<file path="src/source/rmt_pkg.sv">
package rmt_pkg;

    localparam int field_w    = 16;
    localparam int num_fields = 4;
    localparam int num_queues = 4;

    typedef logic [1:0] field_idx_t;

    // two selected fields feed the key
    typedef field_idx_t [1:0] key_sel_t;

    typedef struct packed {
        logic [num_fields-1:0][field_w-1:0] fields;
        logic [num_queues-1:0]              qmap;
        logic                               discard;
    } phv_t;

    typedef struct packed {
        logic [field_w-1:0] f1;
        logic [field_w-1:0] f0;
    } key_t;

    typedef enum logic [2:0] {act_nop, act_set, act_add, act_sub, act_drop} act_op_e;

    typedef struct packed {
        act_op_e               op;
        field_idx_t            dst;
        logic [field_w-1:0]    imm;
        logic [num_queues-1:0] qmap;
    } action_t;

    typedef struct packed {
        logic    valid;
        key_t    key;
        action_t action;
    } entry_t;

    typedef enum logic [1:0] {cfg_key_sel, cfg_key_mask, cfg_entry, cfg_default} cfg_op_e;

    // cfg_default takes its action from entry.action
    typedef struct packed {
        cfg_op_e    op;
        logic [2:0] index;
        key_sel_t   sel;
        key_t       mask;
        entry_t     entry;
    } cfg_t;

endpackage
</file>
<file path="src/source/last_stage.sv">
module last_stage import rmt_pkg::*; #(
    parameter int table_depth = 8,
    parameter int in_credits  = 4,
    parameter int out_credits = 2
) (
    input  logic                  axis_clk,
    input  logic                  aresetn,
    input  phv_t                  phv_in,
    input  logic                  phv_valid,
    output logic                  in_credit,
    input  cfg_t                  cfg,
    input  logic                  cfg_valid,
    output phv_t                  phv_out,
    output logic [num_queues-1:0] out_valid,
    input  logic [num_queues-1:0] q_credit
);

    key_sel_t                 key_sel;
    key_t                     key_mask;
    entry_t [table_depth-1:0] entries;
    action_t                  default_act;
    logic                     stall;

    phv_t    ke_phv;
    key_t    ke_key;
    logic    ke_valid;
    phv_t    mt_phv;
    action_t mt_action;
    logic    mt_valid;
    phv_t    alu_phv;
    logic    alu_valid;

    stage_config #(.table_depth(table_depth)) i_stage_config (
        .axis_clk(axis_clk), .aresetn(aresetn), .cfg_valid(cfg_valid), .cfg(cfg),
        .key_sel(key_sel), .key_mask(key_mask), .entries(entries), .default_act(default_act)
    );

    key_extract #(.in_credits(in_credits)) i_key_extract (
        .axis_clk(axis_clk), .aresetn(aresetn), .phv_valid(phv_valid), .stall(stall),
        .phv_in(phv_in), .key_sel(key_sel), .key_mask(key_mask), .in_credit(in_credit),
        .phv(ke_phv), .key(ke_key), .valid(ke_valid)
    );

    match_table #(.table_depth(table_depth)) i_match_table (
        .axis_clk(axis_clk), .aresetn(aresetn), .valid_in(ke_valid), .stall(stall),
        .phv_in(ke_phv), .key(ke_key), .entries(entries), .default_act(default_act),
        .phv(mt_phv), .action(mt_action), .valid(mt_valid)
    );

    action_alu i_action_alu (
        .axis_clk(axis_clk), .aresetn(aresetn), .valid_in(mt_valid), .stall(stall),
        .phv_in(mt_phv), .action(mt_action), .phv(alu_phv), .valid(alu_valid)
    );

    queue_dispatch #(.out_credits(out_credits)) i_queue_dispatch (
        .axis_clk(axis_clk), .aresetn(aresetn), .valid_in(alu_valid), .q_credit(q_credit),
        .phv_in(alu_phv), .stall(stall), .phv_out(phv_out), .out_valid(out_valid)
    );

endmodule

</file>
<file path="src/source/queue_dispatch.sv">
module queue_dispatch import rmt_pkg::*; #(
    parameter int out_credits = 2
) (
    input  logic                  axis_clk,
    input  logic                  aresetn,
    input  logic                  valid_in,
    input  logic [num_queues-1:0] q_credit,
    input  phv_t                  phv_in,
    output logic                  stall,
    output phv_t                  phv_out,
    output logic [num_queues-1:0] out_valid
);

    // one spare bit so an overflow shows up in the range check
    localparam int cnt_w = $clog2(out_credits + 1) + 1;

    phv_t                  hold;
    logic                  hold_valid;
    logic [cnt_w-1:0]      cnt [num_queues];
    logic [num_queues-1:0] has_credit;
    logic                  drop;
    logic                  ready;

    always_comb begin
        for (int q = 0; q < num_queues; q++) begin
            has_credit[q] = cnt[q] != '0;
        end
    end

    assign drop      = hold.discard || hold.qmap == '0;
    assign ready     = (hold.qmap & ~has_credit) == '0;
    // multicast goes out whole, never split across cycles
    assign out_valid = (hold_valid && !drop && ready) ? hold.qmap : '0;
    assign stall     = hold_valid && !drop && !ready;
    assign phv_out   = hold;

    always_ff @(posedge axis_clk) begin
        if (!aresetn) begin
            hold_valid <= 1'b0;
            for (int q = 0; q < num_queues; q++) begin
                cnt[q] <= cnt_w'(out_credits);
            end
        end else begin
            if (!stall) begin
                hold_valid <= valid_in;
            end
            for (int q = 0; q < num_queues; q++) begin
                cnt[q] <= cnt[q] + cnt_w'(q_credit[q]) - cnt_w'(out_valid[q]);
            end
        end
    end

    always_ff @(posedge axis_clk) begin
        if (!stall) begin
            hold <= phv_in;
        end
    end

    for (genvar q = 0; q < num_queues; q++) begin : g_credit_chk
        a_cnt_range: assert property (@(posedge axis_clk) disable iff (!aresetn)
            cnt[q] <= cnt_w'(out_credits))
            else $error("queue %0d returned more credits than it was given", q);
    end

endmodule

</file>
<file path="src/source/action_alu.sv">
module action_alu import rmt_pkg::*; (
    input  logic    axis_clk,
    input  logic    aresetn,
    input  logic    valid_in,
    input  logic    stall,
    input  phv_t    phv_in,
    input  action_t action,
    output phv_t    phv,
    output logic    valid
);

    phv_t nxt;

    always_comb begin
        nxt = phv_in;
        case (action.op)
            act_set: begin
                nxt.fields[action.dst] = action.imm;
            end
            act_add: begin
                nxt.fields[action.dst] = phv_in.fields[action.dst] + action.imm;
            end
            act_sub: begin
                nxt.fields[action.dst] = phv_in.fields[action.dst] - action.imm;
            end
            act_drop: begin
                nxt.discard = 1'b1;
            end
            default: begin
            end
        endcase
        // a dropped phv keeps its old destinations
        if (action.op != act_drop) begin
            nxt.qmap = action.qmap;
        end
    end

    always_ff @(posedge axis_clk) begin
        if (!aresetn) begin
            valid <= 1'b0;
        end else if (!stall) begin
            valid <= valid_in;
        end
    end

    always_ff @(posedge axis_clk) begin
        if (!stall) begin
            phv <= nxt;
        end
    end

endmodule

</file>
<file path="src/source/match_table.sv">
module match_table import rmt_pkg::*; #(
    parameter int table_depth = 8
) (
    input  logic                     axis_clk,
    input  logic                     aresetn,
    input  logic                     valid_in,
    input  logic                     stall,
    input  phv_t                     phv_in,
    input  key_t                     key,
    input  entry_t [table_depth-1:0] entries,
    input  action_t                  default_act,
    output phv_t                     phv,
    output action_t                  action,
    output logic                     valid
);

    action_t hit_act;

    // walk down from the top so the lowest index wins
    always_comb begin
        hit_act = default_act;
        for (int i = table_depth - 1; i >= 0; i--) begin
            if (entries[i].valid && entries[i].key == key) begin
                hit_act = entries[i].action;
            end
        end
    end

    always_ff @(posedge axis_clk) begin
        if (!aresetn) begin
            valid <= 1'b0;
        end else if (!stall) begin
            valid <= valid_in;
        end
    end

    always_ff @(posedge axis_clk) begin
        if (!stall) begin
            phv    <= phv_in;
            action <= hit_act;
        end
    end

endmodule

</file>
<file path="src/source/key_extract.sv">
module key_extract import rmt_pkg::*; #(
    parameter int in_credits = 4
) (
    input  logic     axis_clk,
    input  logic     aresetn,
    input  logic     phv_valid,
    input  logic     stall,
    input  phv_t     phv_in,
    input  key_sel_t key_sel,
    input  key_t     key_mask,
    output logic     in_credit,
    output phv_t     phv,
    output key_t     key,
    output logic     valid
);

    localparam int ptr_w = (in_credits > 1) ? $clog2(in_credits) : 1;
    localparam int cnt_w = $clog2(in_credits + 1);

    phv_t             fifo [in_credits];
    logic [ptr_w-1:0] wr_ptr;
    logic [ptr_w-1:0] rd_ptr;
    logic [cnt_w-1:0] count;
    logic             pop;
    phv_t             head;
    key_t             sel_key;

    assign head      = fifo[rd_ptr];
    assign pop       = !stall && count != '0;
    assign in_credit = pop;

    always_comb begin
        sel_key.f0 = head.fields[key_sel[0]];
        sel_key.f1 = head.fields[key_sel[1]];
    end

    always_ff @(posedge axis_clk) begin
        if (!aresetn) begin
            wr_ptr <= '0;
            rd_ptr <= '0;
            count  <= '0;
            valid  <= 1'b0;
        end else begin
            if (phv_valid) begin
                wr_ptr <= (wr_ptr == ptr_w'(in_credits - 1)) ? '0 : wr_ptr + 1'b1;
            end
            if (pop) begin
                rd_ptr <= (rd_ptr == ptr_w'(in_credits - 1)) ? '0 : rd_ptr + 1'b1;
            end
            count <= count + cnt_w'(phv_valid) - cnt_w'(pop);
            if (!stall) begin
                valid <= pop;
            end
        end
    end

    always_ff @(posedge axis_clk) begin
        if (phv_valid) begin
            fifo[wr_ptr] <= phv_in;
        end
        if (pop) begin
            phv <= head;
            key <= sel_key & key_mask;
        end
    end

    // upstream may only send while holding a credit
    a_credit_overrun: assert property (@(posedge axis_clk) disable iff (!aresetn)
        phv_valid |-> count != cnt_w'(in_credits))
        else $error("ingress write into full buffer");

endmodule

</file>
<file path="src/source/stage_config.sv">
module stage_config import rmt_pkg::*; #(
    parameter int table_depth = 8
) (
    input  logic                        axis_clk,
    input  logic                        aresetn,
    input  logic                        cfg_valid,
    input  cfg_t                        cfg,
    output key_sel_t                    key_sel,
    output key_t                        key_mask,
    output entry_t [table_depth-1:0]    entries,
    output action_t                     default_act
);

    logic index_ok;

    assign index_ok = int'(cfg.index) < table_depth;

    always_ff @(posedge axis_clk) begin
        if (!aresetn) begin
            key_sel[0]       <= 2'd0;
            key_sel[1]       <= 2'd1;
            key_mask         <= '1;
            entries          <= '0;
            default_act.op   <= act_nop;
            default_act.dst  <= '0;
            default_act.imm  <= '0;
            default_act.qmap <= 4'b0001;
        end else if (cfg_valid) begin
            case (cfg.op)
                cfg_key_sel: begin
                    key_sel <= cfg.sel;
                end
                cfg_key_mask: begin
                    key_mask <= cfg.mask;
                end
                cfg_entry: begin
                    // slots past the table are ignored
                    if (index_ok) begin
                        entries[cfg.index] <= cfg.entry;
                    end
                end
                cfg_default: begin
                    default_act <= cfg.entry.action;
                end
                default: begin
                end
            endcase
        end
    end

    // host must stay inside the table
    a_entry_index: assert property (@(posedge axis_clk) disable iff (!aresetn)
        (cfg_valid && cfg.op == cfg_entry) |-> index_ok)
        else $error("config entry index %0d beyond table depth %0d", cfg.index, table_depth);

endmodule

</file>
<file path="config.mk">
export PLATFORM = sky130hd
export DESIGN_NAME = last_stage
export DESIGN_NICKNAME = d
export VERILOG_FILES = /design/src/source/rmt_pkg.sv /design/src/source/last_stage.sv /design/src/source/queue_dispatch.sv /design/src/source/action_alu.sv /design/src/source/match_table.sv /design/src/source/key_extract.sv /design/src/source/stage_config.sv
export SDC_FILE = /design/constraint.sdc
export NUM_CORES = 2
export LEC_CHECK = 0
export BUFFER_PORTS_ARGS = -buffer_cell sky130_fd_sc_hd__buf_2
export CAP_MARGIN = 20
export CORE_MARGIN = 8
export CORE_UTILIZATION = 55
export DETAILED_ROUTE_END_ITERATION = 10
export GPL_TIMING_DRIVEN = 1
export PLACE_DENSITY_LB_ADDON = 0.12
export SYNTH_ARGS = -nofsm -noshare
export SYNTH_HDL_FRONTEND = slang
export SYNTH_HIERARCHICAL = 1
export SYNTH_SLANG_ARGS = --single-unit
</file>
<file path="constraint.sdc">
create_clock -name axis_clk -period 16.8 [get_ports axis_clk]
set_input_delay 0.84 -clock axis_clk [delete_from_list [all_inputs] [get_ports axis_clk]]
set_output_delay 0.84 -clock axis_clk [all_outputs]
set_load 0.02 [all_outputs]
</file>
==> out/results.ini <==
[run_status]
status=completed

[clock_tree]
cts_made_buffers=116
post_cts_resized=0
clk_pin_slew_ns=0.06
insertion_delay_ns=0.71
htree_levels=3
clock-sinks=1159
cts_tree=yes
ctsLongestPathBuffers=3
cts_hold_buf=0
postCtsSetupBuffers=0
cts_root_buffer=clkbuf_16

[sta]
slew_headroom=0.2126
finalHoldViolCount=0
period_needed_ns=4.292
fin_crit_sh=0.2555
worstMarginPinSlew_ns=1.178
tns_ns=0
slew_violations=0
clock_skew_ns=0.02352
rsz0062_at_grt=no
finalSetupViolCount=0
timing.hold.ws_ns=0.3449
fmax_mhz=233.0

[finish]
seqCellArea_um2=29320
num-nets-final=4789
final_util=0.6110
n_fill_cell=7761
syn_to_final_growth_pct=10.46
fin_area_um2=59870
layout-drive-gt1-share=0.1732
multi_input_area_um2=22940

[setup_path]
crit_start=i_key_extract/key[8]$_DFFE_PP_
cp.depth=9
reg2reg_from=i_key_extract/key[8]$_DFFE_PP_
crit_buf_inv=2
endpoint=i_match_table/action[24]$_DFFE_PN_
path_class=register to register
crit_slowest_cell=or3b_1
crit_fanout=51
slowest_delay_ns=0.66
end_kind=register
path_cells=xnor2_1 > nand4_1 > nor4_1 > nand3_2 > buf_4 > nand2_2 > or3b_1 > buf_4 > o31ai_1
setup.worst_path.start_class=register
cp_common_cell=buf_4
timing.rr.end=i_match_table/action[24]$_DFFE_PN_
r2r_setup_slack_ns=12.51
worstPathRequired_ns=17.24
worstPathArrival_ns=4.73
reg2reg_depth=9
cp_top_family=simple AND/OR/NAND/NOR gates

[pwr]
switching_share=0.3308
power.leakage_nw=21.43
p_total_w=0.008872
power_density_nw_per_um2=148.2
seqPwrFrac=0.456
clkPwrFrac=0.296
pwr-share-comb=0.248
power.switching_w=0.002935
cell_internal_pwr_w=0.005938
peakVddDrop_mv=0.1380

[die]
dieArea_um2=108800
start_util=0.5531
fp.coreArea_um2=97990
rows=115
die_w_um=329.9
die_y_um=329.9
ios=250

[synthesis]
syn_nets=4676
netlist_instances=4444
async_flop_share=0
yosysTopAreaCell=edfxtp_1
yosys_warnings=6
yosysUniqueCellTypes=97
synth_commonest_cells=714 x nand2_1, 675 x mux2i_1, 609 x edfxtp_1
yosys_most_used_dff=edfxtp_1
avgSynthCellArea_um2=12.20
yosysTopAreaCellShare=0.3374
synth_area_um2=54200
seq_area_frac_synth=0.5406
synth.area.top_cells=edfxtp_1 34%, dfxtp_1 20%, mux2i_1 12%, nand2_1 4.9%, mux4_2 4.9%
synth.most_common_cell=nand2_1
synth.ff_latch_count=1159
synth_edf_count=609

[global_route]
grt_max_degree=157
grt_pass1_wl_um=230800
grt_util_all_layers=0.2823
overflow=0
antenna_found_initial=30
grt_pass1_vias=34932

[drt]
routed_wl_um=158200
vias_per_cell=6.037
wire_per_inst_um=26.53
route.detailed.drc=0
first_pass_iters=6
postRouteAntennaNets=0
vias=35998
drt_iter0_drc=3661

[min_path]
hp-class=primary input to register
hold_start=phv_in[22]

[place]
post_dp_cell_area_um2=55900
portBuffers=249
place_congestion=0.9508
hpwl_um=107800

[flow_run]
cap_violations=0

[cells in the final DEF (no fill, tap or decap), types with 47 or more instances in the layout]
cell type and instances:
a22oi_1 102, a21oi_1 58, inv_1 79, clkbuf_16 120, dfxtp_1 544, nand2_1 714, buf_2 248, o21ai_0 47
nand4b_1 57, buf_4 55, nand3_1 57, mux2i_1 675, edfxtp_1 609, xor2_1 146, mux4_2 117, ha_1 49
nor2_1 105, xnor2_1 132
[flip-flops by register name, summed over array words and instances, names as in the netlist, 2 cells and up, named ones only]
register	count
i_match_table/phv	69
i_key_extract/count	3
i_stage_config/key_mask	32
i_key_extract/fifo	276
i_stage_config/key_sel	4
i_match_table/action	25
i_stage_config/default_act	25
i_queue_dispatch/phv_out	69
i_key_extract/key	32
i_key_extract/wr_ptr	2
i_action_alu/phv	69
i_key_extract/rd_ptr	2
i_queue_dispatch/cnt	12
i_stage_config/entries	464
i_key_extract/phv	69
[cells by family after synthesis]
kind of cell | count (synthesis) | synth area share
and+or+nand+nor | 1222 | 0.1073
DFF | 1159 | 0.5406
muxes | 852 | 0.1871
AOI/OAI and AO/OA | 479 | 0.06722
buffers and inverters | 396 | 0.03814
xor gates and xnor gates | 280 | 0.04573
adders and majority gates | 56 | 0.01390
[area by class of cell]
type,instances,share of cell area
antenna,16,0.0006688
clock buffer,164,0.05626
clock inverter,57,0.008862
inverter,82,0.005183
multi-input combinational,2889,0.3832
sequential,1159,0.4897
tap,1287,0.02690
timing repair buffer,309,0.02926
[power by group through the flow]
stage | Combinational, W | Sequential [W] | Clock, W
floorplan | 0.00151 | 0.00389 | 0
global placement | 0.00218 | 0.00409 | 0
detailed placement | 0.00217 | 0.00410 | 0
CTS | 0.00218 | 0.00404 | 0.00267
global route | 0.00231 | 0.00408 | 0.00278
finish | 0.00220 | 0.00404 | 0.00263
[metrics by stage]
stage,setup WS [ns],instances
CTS,12.56,5945
detailed placement,12.57,5724
floorplan,9.968,4444
finish,12.51,5963
global route,12.46,5950
global placement,12.56,5723
[worst min path at each step]
stage / slack [ns] / endpoint / cells after the start
after floorplan: 0.40 / i_match_table/phv[0]$_DFFE_PN_ / 0
after global placement: 0.40 / i_match_table/phv[36]$_DFFE_PN_ / 0
after detailed placement: 0.40 / i_match_table/phv[18]$_DFFE_PN_ / 0
after CTS: 0.30 / i_key_extract/fifo[2][22]$_DFFE_PP_ / 1
after global routing: 0.31 / i_key_extract/fifo[0][22]$_DFFE_PP_ / 1
final: 0.34 / i_key_extract/fifo[0][22]$_DFFE_PP_ / 1
[layer usage]
metal / wire (um) / track usage
met1: 67300 / 0.3869
met2: 72590 / 0.4454
met3: 11620 / 0.05247
met4: 6617 / 0.1100
met5: 73 / 0
No activity file was read; power rests on OpenSTA's default activity.
